--- src/common/icache_pkg.sv ---
// Geometry, encodings and payload types shared by the instruction cache
// Every cache module and the testbench import this package
package icache_pkg;

  localparam int addr_bits   = 32;                     // Fetch byte address width
  localparam int word_bits   = 32;                     // Instruction and bus data width
  localparam int line_words  = 4;
  localparam int line_bits   = line_words * word_bits; // One full line as stored in the data memory
  localparam int sets        = 64;
  localparam int index_bits  = 6;
  localparam int offset_bits = 2;                      // Word select inside a line
  localparam int tag_bits    = 22;

  // Bit positions of the address fields
  localparam int index_lsb = 4;                        // Bits 1:0 are the byte within a word
  localparam int tag_lsb   = index_lsb + index_bits;

  // AXI protection bits for an unprivileged secure instruction access
  localparam logic [2:0] arprot_insn = 3'b100;

  typedef enum logic [1:0] {
    idle,
    send_addr,                                         // AR valid until the slave takes it
    wait_data,                                         // R ready until the beat arrives
    write_line                                         // Line and tag written in this cycle
  } refill_state_e;

  typedef enum logic {
    status_ok,
    status_bus_error
  } fetch_status_e;

  typedef struct packed {
    logic [addr_bits-1:0] addr;
  } fetch_req_t;

  typedef struct packed {
    logic [word_bits-1:0] data;
    fetch_status_e        status;
  } fetch_resp_t;

  // One in-flight request in the lookup pipeline
  typedef struct packed {
    logic [addr_bits-1:0] addr;
    logic                 valid;
  } lookup_stage_t;

  typedef struct packed {
    logic [tag_bits-1:0]   tag;
    logic [index_bits-1:0] index;
  } miss_req_t;

  typedef struct packed {
    logic [addr_bits-1:0] araddr;
    logic [2:0]           arprot;
  } axil_ar_t;

  typedef struct packed {
    logic [word_bits-1:0] rdata;
    logic [1:0]           rresp;                       // Nonzero means the slave reported an error
  } axil_r_t;

endpackage

--- src/icache/icache_tag_store.sv ---
// Tag array and valid bits of the cache, read one cycle after the index
// Forwards a same-index write so tags stay aligned with the line memory
module icache_tag_store
  import icache_pkg::*;
(
  input  logic                  clka,
  input  logic                  rst_n,
  input  logic                  flush,           // Invalidates every line at the next edge
  input  logic [index_bits-1:0] rd_index,
  output logic [tag_bits-1:0]   rd_tag,
  output logic                  rd_valid,
  input  logic                  wr_en,
  input  logic [index_bits-1:0] wr_index,
  input  logic [tag_bits-1:0]   wr_tag,
  input  logic                  wr_valid         // Low after a failed refill
);

  logic [tag_bits-1:0] tags [sets];
  logic [sets-1:0]     valid_q;                  // One valid flop per set
  logic                collide;

  // Write hits the entry being read in this cycle
  assign collide = wr_en && (wr_index == rd_index);

  always_ff @(posedge clka or negedge rst_n) begin
    if (!rst_n) begin
      valid_q <= '0;
    end else if (flush) begin
      valid_q <= '0;
    end else if (wr_en) begin
      valid_q[wr_index] <= wr_valid;
    end
  end

  always_ff @(posedge clka) begin
    if (wr_en) begin
      tags[wr_index] <= wr_tag;
    end
  end

  // Registered read with the same write-first rule as the data memory
  always_ff @(posedge clka) begin
    rd_tag <= collide ? wr_tag : tags[rd_index];
  end

  always_ff @(posedge clka or negedge rst_n) begin
    if (!rst_n) begin
      rd_valid <= 1'b0;
    end else if (flush) begin
      rd_valid <= 1'b0;                          // A flushed line must not hit on the next compare
    end else begin
      rd_valid <= collide ? wr_valid : valid_q[rd_index];
    end
  end

  // Flush only comes while the refill engine is idle,
  // so it never races a line write
  a_no_flush_on_write: assert property (
    @(posedge clka) disable iff (!rst_n) !(wr_en && flush)
  );

endmodule

--- config.mk ---
export PLATFORM = sky130hd
export DESIGN_NAME = icache_tag_store
export DESIGN_NICKNAME = d
export VERILOG_FILES = /design/src/common/icache_pkg.sv /design/src/icache/icache_tag_store.sv
export SDC_FILE = /design/constraint.sdc
export NUM_CORES = 1
export LEC_CHECK = 0
export BUFFER_PORTS_ARGS = -buffer_cell sky130_fd_sc_hd__buf_2
export CAP_MARGIN = 20
export CORE_MARGIN = 2
export CORE_UTILIZATION = 41
export DETAILED_ROUTE_END_ITERATION = 16
export GPL_TIMING_DRIVEN = 0
export SLEW_MARGIN = 10
export SYNTH_ARGS = -nofsm -noshare
export SYNTH_HDL_FRONTEND = slang
export SYNTH_SLANG_ARGS = --single-unit
--- constraint.sdc ---
create_clock -name clka -period 3.2 [get_ports clka]
set_input_delay 0.16 -clock clka [delete_from_list [all_inputs] [get_ports clka]]
set_output_delay 0.16 -clock clka [all_outputs]
set_load 0.05 [all_outputs]
==> flow_summary.yaml <==
routing:
  avgRoutedWirePerCell_microns: 32.9
  route.detailed.drc: 0
  postRouteAntennaNets: 0
  drt-total-wl_microns: 156000
  initialDrtViolationCount: 3770
  viasPerCell: 6.04
  first_pass_iters: 6
  num_vias: 28600
setup_path:
  worst_ep_required_time_ps: 3040
  critPathMaxFanout: 10
  cp-end-kind: "output pin"
  cpPeakStageDelay_ps: 620
  critical_path_arrival_ps: 3540
  crit_type: "register to output pin"
  crit_path_start_kind: "register"
  cp_num_buf_inv: 4
  crit_chain: "buf_12 -> clkbuf_16 -> buf_12 -> mux4_2 -> mux4_2 -> mux2i_4 -> o21ai_4 -> buf_6"
  crit_slowest_cell: "mux4_2"
  cp_top_family: "multiplexers"
run_status:
  outcome: "finished, violations left"
  violations: "hold timing, setup timing"
cts:
  clk_path_buf_depth: 3
  cts-root-buf: "clkbuf_16"
  worstSkewPairLatency_ps: 760
  htreeDepth: 4
  clk_pin_slew_ps: 60
  cts_sinks: 1479
  numCtsBuffers: 144
  tritoncts: "done"
logic_synthesis:
  syn_area_per_cell_sq_um: 22.8
  synth_flop_cell: "edfxtp_1"
  synth_seq_area_share_pct: 77.1
  syn_area_sq_mm: 0.0571
  synth_simple_gate_area_share_pct: 1.37
  synthCells: 2505
  synth_top_family_by_area: "multiplexers"
  synthMuxAreaShare_pct: 18.6
  ys_warn_count: 0
  ys_types: 39
  synth_largest_area_cell: "edfxtp_1"
  yosys.area.top_type_share_pct: 74.0
  synthAdderAreaFrac_pct: 0
  synth_compound_area_share_pct: 1.65
  synth_nets: 2544
  yosys-top-cells-area: "edfxtp_1, mux4_2, dfrtp_1"
  synthArstFlopShare_pct: 4.39
  synth_edf_count: 1408
  synth-seq-cells: 1479
  synthXorXnorAreaFrac_pct: 0.0920
placement:
  dp_hpwl_microns: 102000
  port_buffers: 57
  place_area_sq_mm: 0.0617
  gp_congestion: 0.883
hold_path:
  hold_path.class: "input pin to register"
die:
  die_w_microns: 377
  io-pin-count: 62
  die-area_sq_mm: 0.142
  core_sq_mm: 0.138
  rows: 136
  die_h_microns: 377
  initial_core_util_pct: 41.4
sta:
  finalHoldViolations: 3
  grt_setup_unrepaired: "true"
  fin_worst_skew_ps: 9.11
  hold_slack_ps: -8.35
  period_minus_slack_ps: 3700
  finalWorstSetupSlack_ps: -502
  final_max_slew_viol_count: 0
  fmax_mhz: 270
  relSlewSlack_pct: 22.9
  tightest_slew_ps: 1160
  setup_viol: 22
  fin_crit_sh_pct: 116
grt:
  grt_pass1_wl_microns: 217000
  use_met2_pct: 34.3
  grt_max_degree: 66
  use_met1_pct: 31.5
  track_usage_pct: 22.0
  grt_pass1_vias: 28500
  grt_util_met3_pct: 4.60
  grt_antenna_before_repair: 3
  busiest_layer: "met2"
  grt_overflow_total: 0
layout:
  fin_area_sq_mm: 0.0685
  multi_input_area_sq_mm: 0.0134
  area_growth_pct: 20.0
  drive_gt1_share_pct: 35.5
  nNetsFinal: 2874
  ff_latch_area_sq_mm: 0.0440
  final.fill_count: 10800
job:
  maxCapViolations: 0
power_and_ir_drop:
  vdd_drop_max_v: 0.000578
  power_density_mw_per_mm2: 591
  power_mw: 40.5
  p_leak_nw: 21.5
path summary, 6_finish.rpt:
path | from | to | slack (ps) | cells past startpoint
worst min-delay path | wr_tag[13] | tags[40][13] | -8 | 1
min in group asynchronous | rst_n | valid_q[3] | 80 | 2
worst min register to register | valid_q[28] | valid_q[28] | 530 | 2
max in group asynchronous | rst_n | valid_q[23] | 2540 | 2
worst max register to register | valid_q[36] | rd_valid | 970 | 5
worst max-delay path | register | rd_tag[8] | -500 | 8
cell usage after synthesis, types with 3 or more instances:
cell type	number
buf_4	6
a22oi_1	10
a21oi_1	64
dfrtp_1	65
nand3_1	7
nor2b_1	6
nand2_1	82
mux4_2	444
mux2_2	21
a221oi_1	5
buf_1	10
mux2i_1	39
a32oi_1	3
dfxtp_1	6
buf_2	37
nand3b_1	4
xnor2_1	3
nor2_1	77
clkbuf_1	91
o21ai_0	59
inv_1	5
buf_6	5
xor2_1	3
o21ai_1	22
o22ai_1	4
edfxtp_1	1408
repair_timing:
item	4_1_cts	5_1_grt
endpoints found under the setup margin	22	22
buffers inserted	3	5
hold buffers	15	14
resized for setup	339	46
gates cloned	4	8
endpoints found under the hold margin	131	230
pin swaps	3	3
state kept, by name (all words and copies together) (netlist names), named ones only:
| name | cells |
|---|---|
| valid_q | 64 |
| rd_valid | 1 |
| tags | 1408 |
logic make-up after synthesis:
group,count (synthesis)
XOR/XNOR,6
flip-flops,1479
AND/OR/NAND/NOR,189
multiplexers,504
buffers and inverters,154
AO/OA/AOI/OAI,173
stage by stage:
step | TNS (ps) | hold slack [ps] | cells | worst slack [ps] | util, %
3_3_place_gp | -969570 | 381 | 4356 | -1450 | 43.3
3_5_place_dp | -19870 | 324 | 4427 | -1110 | 44.8
2_1_floorplan | 0 | -136 | 2505 | 532 | -
5_1_grt | -11630 | 6.20 | 4730 | -567 | 49.7
4_1_cts | -11420 | 8.06 | 4693 | -566 | 49.1
6_report | -10200 | -8.35 | 4731 | -502 | 49.7
where the power goes:
group	switching [mW]	leakage, nW	internal (mW)
Clock	7.05	2.17	9.27
Combinational	1.70	5.68	1.12
Sequential	0.0443	13.6	21.3
Total	8.79	21.5	31.7
area by class of cell:
cell class                 instances  area share [%]
multi-input combinational        872            19.6
sequential                      1479            64.3
timing repair buffer             187            4.33
inverter                           5          0.0274
clock buffer                     173            5.51
tap                             1794            3.28
buffer                           146            2.02
antenna                            1         0.00365
clock inverter                    74           0.971
metal layers:
layer / wire [microns] / vias up
met2: 73400 / 1545
met1: 63100 / 15400
li1: - / 11300
met3: 14800 / 253
met4: 4340 / 6
met5: 34 / -
cell usage in the layout (no fill, tap or decap), types with 6 or more instances in the layout:
cell type      instances
clkbuf_8               7
nand2_1               81
mux4_2               444
o21ai_4               12
o21ai_2                9
mux2i_4               17
buf_16                40
dfrtp_1               65
o21ai_0               59
buf_12                62
nor2b_1                6
clkbuf_1              75
clkbuf_16            156
mux2_2                14
a22oi_2                6
buf_4                 19
nor2_4                64
buf_8                 23
bufinv_16             11
mux2_4                 7
nor2_1                13
buf_6                 28
buf_2                 30
clkbuf_2              13
nand3_1                7
a21oi_1               60
clkinv_2              24
inv_6                  8
dlygate4sd3_1         29
clkinv_1              24
clkbuf_4              17
mux2i_1               17
edfxtp_1            1408
(Power assumes the default switching activity.)
