--- config.mk ---
export PLATFORM = sky130hd
export DESIGN_NAME = icache_lookup
export DESIGN_NICKNAME = d
export VERILOG_FILES = /design/src/common/icache_pkg.sv /design/src/icache/icache_lookup.sv
export SDC_FILE = /design/constraint.sdc
export NUM_CORES = 1
export LEC_CHECK = 0
export BUFFER_PORTS_ARGS = -buffer_cell sky130_fd_sc_hd__buf_4
export CAP_MARGIN = 10
export CELL_PAD_IN_SITES_DETAIL_PLACEMENT = 1
export CELL_PAD_IN_SITES_GLOBAL_PLACEMENT = 2
export CORE_UTILIZATION = 27
export CTS_CLUSTER_DIAMETER = 150
export DETAILED_ROUTE_END_ITERATION = 8
export GPL_ROUTABILITY_DRIVEN = 0
export PLACE_DENSITY = 0.83
export SLEW_MARGIN = 20
export SYNTH_ARGS = -nofsm -noshare
export SYNTH_HDL_FRONTEND = slang
export SYNTH_SLANG_ARGS = --single-unit
--- constraint.sdc ---
create_clock -name clka -period 3.03 [get_ports clka]
set_input_delay 0.4545 -clock clka [delete_from_list [all_inputs] [get_ports clka]]
set_output_delay 0.4545 -clock clka [all_outputs]
set_load 0.01 [all_outputs]
--- src/common/icache_pkg.sv ---
// Geometry, encodings and payload types shared by the instruction cache
// Every cache module and the testbench import this package
package icache_pkg;

  localparam int addr_bits   = 32;                     // Fetch byte address width
  localparam int word_bits   = 32;                     // Instruction and bus data width
  localparam int line_words  = 4;
  localparam int line_bits   = line_words * word_bits; // One full line as stored in the data memory
  localparam int sets        = 64;
  localparam int index_bits  = 6;
  localparam int offset_bits = 2;                      // Word select inside a line
  localparam int tag_bits    = 22;

  // Bit positions of the address fields
  localparam int index_lsb = 4;                        // Bits 1:0 are the byte within a word
  localparam int tag_lsb   = index_lsb + index_bits;

  // AXI protection bits for an unprivileged secure instruction access
  localparam logic [2:0] arprot_insn = 3'b100;

  typedef enum logic [1:0] {
    idle,
    send_addr,                                         // AR valid until the slave takes it
    wait_data,                                         // R ready until the beat arrives
    write_line                                         // Line and tag written in this cycle
  } refill_state_e;

  typedef enum logic {
    status_ok,
    status_bus_error
  } fetch_status_e;

  typedef struct packed {
    logic [addr_bits-1:0] addr;
  } fetch_req_t;

  typedef struct packed {
    logic [word_bits-1:0] data;
    fetch_status_e        status;
  } fetch_resp_t;

  // One in-flight request in the lookup pipeline
  typedef struct packed {
    logic [addr_bits-1:0] addr;
    logic                 valid;
  } lookup_stage_t;

  typedef struct packed {
    logic [tag_bits-1:0]   tag;
    logic [index_bits-1:0] index;
  } miss_req_t;

  typedef struct packed {
    logic [addr_bits-1:0] araddr;
    logic [2:0]           arprot;
  } axil_ar_t;

  typedef struct packed {
    logic [word_bits-1:0] rdata;
    logic [1:0]           rresp;                       // Nonzero means the slave reported an error
  } axil_r_t;

endpackage

--- src/icache/icache_lookup.sv ---
// Two-stage fetch pipeline: index the stores, then compare the tag and pick the word
// Freezes on a miss and hands the line address to the refill engine
module icache_lookup
  import icache_pkg::*;
(
  input  logic                  clka,
  input  logic                  rst_n,
  input  logic                  req_valid,
  output logic                  req_ready,
  input  fetch_req_t            req,
  output logic                  resp_valid,
  input  logic                  resp_ready,
  output fetch_resp_t           resp,
  output logic [index_bits-1:0] rd_index,
  input  logic [tag_bits-1:0]   rd_tag,
  input  logic                  rd_valid,
  input  logic [line_bits-1:0]  line_data,
  output logic                  miss_valid,
  output miss_req_t             miss,
  input  logic                  refill_done,
  input  fetch_status_e         refill_status
);

  lookup_stage_t        s1_q;                    // Request whose index goes to the stores
  lookup_stage_t        s2_q;                    // Request lined up with the store outputs
  logic                 replay_q;                // One cycle to re-read the index after a refill
  logic                 replay_err_q;            // The refill failed so no re-read is needed
  logic                 stall_out, busy, hit, miss_now, s2_fire;
  logic [word_bits-1:0] sel_word;

  assign stall_out = resp_valid && !resp_ready;  // Output register is held
  assign busy      = miss_valid || replay_q;
  assign hit       = s2_q.valid && rd_valid && (rd_tag == s2_q.addr[addr_bits-1:tag_lsb]);
  assign miss_now  = s2_q.valid && !hit && !busy && !stall_out;
  // Stage 2 empties on a hit, when it holds nothing, or with the error reply
  assign s2_fire   = !stall_out && (busy ? (replay_q && replay_err_q) : (!s2_q.valid || hit));
  assign req_ready = s2_fire;
  // While frozen the stores keep reading the stage 2 index so their outputs stay aligned
  assign rd_index  = s2_fire ? s1_q.addr[tag_lsb-1:index_lsb] : s2_q.addr[tag_lsb-1:index_lsb];
  assign sel_word  = line_data[s2_q.addr[index_lsb-1 -: offset_bits] * word_bits +: word_bits];

  always_ff @(posedge clka or negedge rst_n) begin
    if (!rst_n) begin
      s1_q <= '0;
      s2_q <= '0;
    end else if (s2_fire) begin
      s1_q <= '{addr: req.addr, valid: req_valid};
      s2_q <= s1_q;
    end
  end

  always_ff @(posedge clka or negedge rst_n) begin
    if (!rst_n) begin
      resp_valid <= 1'b0;
    end else if (s2_fire) begin
      resp_valid <= s2_q.valid;
    end else if (resp_ready) begin
      resp_valid <= 1'b0;
    end
  end

  always_ff @(posedge clka) begin
    if (s2_fire && s2_q.valid) begin
      // A failed refill returns the last beat, found in the top word of the line
      resp <= replay_q ? '{data: line_data[line_bits-1 -: word_bits], status: status_bus_error}
                       : '{data: sel_word, status: status_ok};
    end
  end

  always_ff @(posedge clka or negedge rst_n) begin
    if (!rst_n) begin
      miss_valid   <= 1'b0;
      replay_q     <= 1'b0;
      replay_err_q <= 1'b0;
    end else if (refill_done) begin
      miss_valid   <= 1'b0;
      replay_q     <= 1'b1;
      replay_err_q <= (refill_status == status_bus_error);
    end else begin
      replay_q <= 1'b0;
      if (miss_now) begin
        miss_valid <= 1'b1;
      end
    end
  end

  always_ff @(posedge clka) begin
    if (miss_now) begin
      miss <= '{tag: s2_q.addr[addr_bits-1:tag_lsb], index: s2_q.addr[tag_lsb-1:index_lsb]};
    end
  end

  a_resp_stable: assert property (
    @(posedge clka) disable iff (!rst_n)
    resp_valid && !resp_ready |=> resp_valid && $stable(resp)
  );

  // A miss is only raised once the output register has drained
  a_miss_no_resp: assert property (
    @(posedge clka) disable iff (!rst_n) miss_valid |-> !resp_valid
  );

endmodule

==> metrics.md, run 1 <==
| Metric | Value |
|---|---|
| Layout cell share with drive strength beyond 1 | `52.7%` |
| Via count | `4,699` |
| Max Root-Sink Buffers | `2` |
| Ys flop type | `dfrtp_1` |
| Core ar. | `21,000 um^2` |
| Reg2Reg Setup Slack | `0.41 ns` |
| Crit path DAT | `2.57 ns` |
| Die area | `22,000 um^2` |
| Max_slew headroom | `31.5%` |
| Synthesized area | `5780 um^2` |
| Commonest non-fill, non-tap cells in the layout | `269 x buf_4, 64 x dfrtp_1, 61 x edfxtp_1` |
| Skew final | `0.00929 ns` |
| Required @ worst endpoint | `2.58 ns` |
| Yosys cell types | `31` |
| Synthesis-to-layout area growth | `52.4%` |
| Root Buffer | `clkbuf_16` |
| Number of CTS-inserted buffers | `17` |
| Syn Area/Cell | `13.2 um^2` |
| Total track usage | `16.6%` |
| Initial DRC Count | `166` |
| CP max-delay cell | `or4_4` |
| Vias/cell | `4.75` |
| Status | `complete, no violations` |
| CTS tree | `built` |
| Global-route wire length before repair | `27.7 mm` |
| Remaining DRCs | `0` |
| DP Area | `8030 um^2` |
| Finished layout cell area | `8810 um^2` |
| Slew at the pin closest to its max-slew limit | `1.03 ns` |
| Setup-failing EPs final | `0` |
| Die H | `148 um` |
| Hold slack | `0.158 ns` |
| Htree depth | `4` |
| Worst R2R End | `s1_q[23]$_DFFE_PN0P_` |
| Fin. max-slew vios | `0` |
| RSZ-0062 raised after global routing | `true` |
| Final WL | `18.0 mm` |
| Cts hold-fix bufs | `0` |
| Worst Path Max Fanout | `10` |
| Total Power | `8110 uW` |
| Final Critical Period | `3.02 ns` |
| Dpl cells | `950` |
| Worst Setup End Kind | `output pin` |
| Ports | `259` |
| R2R depth | `8` |
| ANT nets after route | `0` |
| Seq cells post-synth | `127` |
| Initial antenna violation count | `0` |
| Critical path class | `reg2out` |
| I/O Buffers | `256` |
| Later-pin clock latency in the skew report | `0.42 ns` |
| Maximum VDD drop | `0.447 mV` |
| Routed length per instance | `18.2 um` |
| Tcrit/Tclk final | `99.8%` |
| Layout Cells excl Fill | `989` |
| Reg2reg start | `s2_q[29]$_DFFE_PN0P_` |
| GR Overflow Total | `0` |
| Synth Net Count | `626` |
| Post-synth EDFFs | `61` |
| Die Span X | `148 um` |
| Cells after synthesis | `437` |
| Cell Pwr Density | `921 nW/um^2` |
| Clk sinks | `127` |
| Setup TNS | `0 ns` |
| Site Rows | `53` |
| DP HPWL | `12.5 mm` |
| Leakage | `0.00381 uW` |
| Sequential fraction of the synthesis area | `60.3%` |
| First-pass iteration count of the detailed router | `4` |
| Diodes inserted | `0` |
| Fmax | `0.331 GHz` |
| Vias in the first global route | `5,289` |
| Worst setup SP type | `register` |
| Final Hold Viols | `0` |
| Nets | `890` |
| Yosys Warn Count | `0` |
| Asr flop ratio synth | `52.0%` |
| Largest net degree at the start of global routing | `67` |
| Cell Chain, Critical Path | `xnor2_1, nand4_1, or4_4, o21ai_4, buf_12, mux2_2, buf_4` |
| Clk pin slew, worst setup/hold paths | `0.06 ns` |
| Max Cap Viol | `0` |
| Max incr delay on CP | `0.59 ns` |
| Worst Hold Class | `in2async` |
| Most common cell after layout, fill and taps aside | `buf_4` |
| Initial Util | `27.5%` |
[per-stage QoR]
step / setup WS [ns] / util (%)
after floorplan: 0.122 / -
after global placement: 0.181 / 38.2
after detailed placement: 0.181 / 38.2
after CTS: -0.0194 / 41.8
after global routing: -0.0812 / 41.9
final: 0.00516 / 41.9
[critical path: cells and delay by family, from the launching register on]
| family | cells | cell delay (ns) |
|---|---|---|
| compound gates | 1 | 0.18 |
| xor+xnor | 1 | 0.18 |
| buf+inv | 2 | 0.30 |
| flops | 1 | 0.42 |
| mux | 1 | 0.34 |
| simple gates | 2 | 0.73 |
[final cells by class]
type / instances / area [um^2]
Fill cell: 2237 / 12200
Sequential cell: 127 / 3490
Multi-Input combinational cell: 279 / 2190
Timing Repair Buffer: 274 / 2110
Clock buffer: 21 / 504
Tap cell: 275 / 344
Clock inverter: 11 / 163
Inverter: 2 / 7.51
[cells in the mapped netlist, types with 2 or more instances]
master	number	area (um^2)
dfrtp_1	66	1650
edfxtp_1	61	1830
mux2_2	58	653
a21oi_1	34	170
nor2_1	34	128
mux2i_1	33	330
o21ai_0	33	165
a22oi_1	31	233
clkbuf_1	21	78.8
xnor2_1	15	131
mux2_1	10	113
xor2_1	7	61.3
buf_4	5	37.5
nand4_1	4	25.0
nand2_1	3	11.3
and3_1	2	12.5
buf_6	2	22.5
inv_1	2	7.51
nor3_1	2	10.0
nor4_1	2	12.5
or2_2	2	12.5
[flip-flops by register name, indices dropped and copies added, names as in the netlist]
signal        flops
resp_valid        1
replay_q          1
resp             33
miss             28
s1_q             31
miss_valid        1
s2_q             31
replay_err_q      1
[cells by family (layout without fill, tap and decap cells)]
kind of cell	after synthesis	count (layout)	share of synthesized area, %
buf+inv	31	308	2.60
compound gates	101	101	10.4
flops	127	127	60.3
xor+xnor	22	22	3.33
mux	101	101	19.0
simple gates	55	55	4.46
[metal layers]
metal  share of wire [%]  up-vias  routed length [um]  GRT usage (%)
met3                 9.9       19                1780           7.24
li1                    -     2151                   -              -
met5                   0        -                   0              0
met1                  37     2332                6760           17.4
met2                  51      197                9220           29.4
met4                 1.5        0                 270           5.72
[worst max path at each step]
stage / from / to / depth (start not counted)
final: s2_q[29]$_DFFE_PN0P_ / rd_index[4] / 7
after global routing: s2_q[30]$_DFFE_PN0P_ / rd_index[1] / 7
after CTS: s2_q[11]$_DFFE_PN0P_ / rd_index[4] / 7
after detailed placement: rd_tag[7] / rd_index[5] / 8
after global placement: rd_tag[7] / rd_index[0] / 8
after floorplan: rd_tag[21] / resp[0]$_DFFE_PP_ / 6
[what timing repair did]
item	4_1_cts	5_1_grt
pin swaps	4	3
setup endpoints to repair	6	6
resized for setup	4	5
hold endpoints to repair	0	0
cloned	1	0
buffers inserted	5	1
[report_power, final]
group	total, uW	internal, uW	switching (uW)
clock	2300	1470	837
sequential	3090	2620	468
combinational	2720	1470	1240
total	8110	5560	2550
Power figures use the tool's default switching activity.
==> run 2, diff against run 1 <==
Settings changed: ABC_AREA set to 1, CORE_UTILIZATION 27 to 24, PLACE_DENSITY 0.83 to 0.82.
==> metrics.md, run 2 <==
| Metric | Value |
|---|---|
| I/O Buffers | `256 (unchanged)` |
| Top cells by area, synth | `edfxtp_1 30%, dfrtp_1 27%, nand2_1 13%` |
| Asr flop ratio synth | `52.0% (unchanged)` |
| Worst setup SP type | `register` |
| Ports | `259 (unchanged)` |
| Nets | `1,161 (+30%)` |
| Largest Register | `resp` |
| Area leader, netlist | `edfxtp_1` |
| Seq cells post-synth | `127 (unchanged)` |
| Largest registers | `resp x33, s1_q x31, s2_q x31` |
| Skew final | `0.0157 ns (+0.00644 ns)` |
| ANT nets after route | `0 (unchanged)` |
| Total track usage | `15.9% (-0.75 points)` |
| Maximum VDD drop | `0.293 mV (-34%)` |
| Vias in the first global route | `5,683 (+7.4%)` |
| Clk pin slew, worst setup/hold paths | `0.07 ns (about the same)` |
| Finished layout cell area | `8960 um^2 (+1.7%)` |
| Cells after synthesis | `724 (+66%)` |
| Via count | `5,760 (+23%)` |
| Later-pin clock latency in the skew report | `0.43 ns (about the same)` |
| Ys flop type | `dfrtp_1` |
| Crit path DAT | `2.27 ns (-0.30 ns)` |
| Site Rows | `58 (+9.4%)` |
| Routed length per instance | `15.8 um (-14%)` |
| Setup crit start | `s2_q[17]$_DFFE_PN0P_` |
| Layout cell share with drive strength beyond 1 | `31.8% (-21 points)` |
| Tcrit/Tclk final | `89.8% (-10 points)` |
| Worst Setup End Kind | `output pin` |
| Cts hold-fix bufs | `0 (unchanged)` |
| Root Buffer | `clkbuf_16` |
| Final WL | `20.7 mm (+15%)` |
| Remaining DRCs | `0 (unchanged)` |
| Die area | `26,200 um^2 (+19%)` |
| Syn Area/Cell | `8.49 um^2 (-36%)` |
| Core ar. | `25,200 um^2 (+20%)` |
| Most numerous cell in the Yosys netlist | `nand2_1` |
| Max FFs per register | `33 (unchanged)` |
| Htree depth | `4 (unchanged)` |
| Largest net degree at the start of global routing | `67 (unchanged)` |
| Max Cap Viol | `0 (unchanged)` |
| Commonest non-fill, non-tap cells in the layout | `268 x buf_4, 217 x nand2_1, 97 x nand3_1` |
| Max Root-Sink Buffers | `2 (unchanged)` |
| Yosys cell types | `24 (-23%)` |
| Worst Hold Class | `in2async` |
| Most common cell after layout, fill and taps aside | `buf_4` |
| Final Critical Period | `2.72 ns (-0.303 ns)` |
| Dpl cells | `1,283 (+35%)` |
| Core Util, Final | `35.6% (-6.3 points)` |
| Fmax | `0.367 GHz (+11%)` |
| Synthesized area | `6140 um^2 (+6.3%)` |
| Die H | `162 um (+9.2%)` |
| Die Span X | `162 um (+9.2%)` |
| Vias/cell | `4.38 (-7.8%)` |
| Initial DRC Count | `293 (+77%)` |
| Initial antenna violation count | `0 (unchanged)` |
| Global-route wire length before repair | `31.9 mm (+15%)` |
| R2R depth | `6 (-2)` |
| DP HPWL | `15.2 mm (+21%)` |
| Final Hold Viols | `0 (unchanged)` |
| Cell Pwr Density | `844 nW/um^2 (-8.3%)` |
| Clk sinks | `127 (unchanged)` |
| Status | `complete, no violations` |
| Number of CTS-inserted buffers | `17 (unchanged)` |
| Diodes inserted | `0 (unchanged)` |
| Fin. max-slew vios | `0 (unchanged)` |
| Layout Cells excl Fill | `1,315 (+33%)` |
| Max_slew headroom | `40.6% (+9.1 points)` |
| Total Power | `7570 uW (-6.7%)` |
| GR Overflow Total | `0 (unchanged)` |
| DP Area | `8390 um^2 (+4.5%)` |
| First-pass iteration count of the detailed router | `4 (unchanged)` |
| Synthesis-to-layout area growth | `45.9%` |
| Leakage | `0.00447 uW (+17%)` |
| Reg2reg start | `replay_q$_DFF_PN0_` |
| RSZ-0062 raised after global routing | `false` |
| Reg2Reg Setup Slack | `0.84 ns (+0.43 ns)` |
| Setup TNS | `0 ns (unchanged)` |
| CTS tree | `built` |
| Yosys Warn Count | `0 (unchanged)` |
| Setup-failing EPs final | `0 (unchanged)` |
| Synth Net Count | `913 (+46%)` |
| Worst R2R End | `s1_q[24]$_DFFE_PN0P_` |
| Synth top area share | `29.8% (-1.9 points)` |
| Initial Util | `24.4% (-3.1 points)` |
| Critical path class | `reg2out` |
| Required @ worst endpoint | `2.58 ns (about the same)` |
| Post-synth EDFFs | `61 (unchanged)` |
| Most frequent cells after synthesis | `217 x nand2_1, 97 x nand3_1, 86 x nor2_1` |
| Sequential fraction of the synthesis area | `56.7% (-3.6 points)` |
| Worst Path Max Fanout | `30 (+20)` |
| Slew at the pin closest to its max-slew limit | `0.891 ns (-0.136 ns)` |
==> run 2: cell types whose count changed in the layout (fill, tap and decap cells not counted), moves of 13 or more <==
cell	change
mux2i_1	-33
xnor2_1	-13
a21oi_1	-31
o31ai_1	+32
inv_1	+73
a22oi_1	-31
nand3_1	+96
nor2_1	+53
mux2_2	-54
nand2_1	+214
==> run 2: how the worst max path moves through the flow <==
stage	to	depth (start not counted)
after floorplan	resp[0]$_DFFE_PP_	11
after global placement	rd_index[5]	12
after detailed placement	rd_index[1]	12
after CTS	rd_index[1]	12
after global routing	rd_index[0]	12
final	rd_index[1]	12
==> run 2: layout make-up <==
class	instances	area [um^2]
sequential	127	3480
multi-input combinational	479	2160
fill	3025	16200
tap	330	413
clock buffer	19	464
timing repair buffer	270	2050
clock inverter	13	103
inverter	77	289
==> run 2: repair_timing <==
action | 4_1_cts | 5_1_grt
resized for setup | 0 | 1
setup buffers | 0 | 0
hold endpoints to repair | 0 | 0
endpoints found under the setup margin | 0 | 2
==> run 2: metrics by stage <==
| stage | hold slack (ns) | worst slack, ns |
|---|---|---|
| after floorplan | 0.159 | 0.687 |
| after global placement | 0.432 | 0.495 |
| after detailed placement | 0.447 | 0.490 |
| after CTS | 0.143 | 0.152 |
| after global routing | 0.143 | 0.0506 |
| final | 0.149 | 0.308 |
==> run 2: cell families (layout without fill, tap and decap cells) <==
kind of cell | Yosys count | count (layout) | synth area share [%]
flops | 127 | 127 | 56.7
buf+inv | 118 | 379 | 8.41
compound gates | 69 | 69 | 6.92
mux | 1 | 1 | 0.183
xor+xnor | 1 | 1 | 0.143
simple gates | 408 | 408 | 27.7
==> run 2: critical path, cell delays in order (launching register included) <==
cell and delay [ns]:
dfrtp_1 0.43, inv_1 0.06, nand2_1 0.06, nand2_1 0.05, nor2_1 0.10, nand2_1 0.06, nor2_1 0.16, nand3_2 0.19
nand2_8 0.20, nand2_8 0.18, nand2_1 0.14, nand2_1 0.06, buf_4 0.14
==> run 2: per-layer routing <==
layer  share of wire (%)  global-route usage, %  vias to the layer above  wire length (um)
met3                 4.2                   3.42                       18               866
met4                 1.2                   4.59                        0               252
met1                  44                   19.9                     2775              9110
met5                   0                      0                        -                 0
met2                  51                   27.2                      131             10500
li1                    -                      -                     2836                 -
==> run 2: report_power, final <==
part	internal [uW]	switching, uW
clock network	1130	838
registers	2530	362
logic	1080	1630
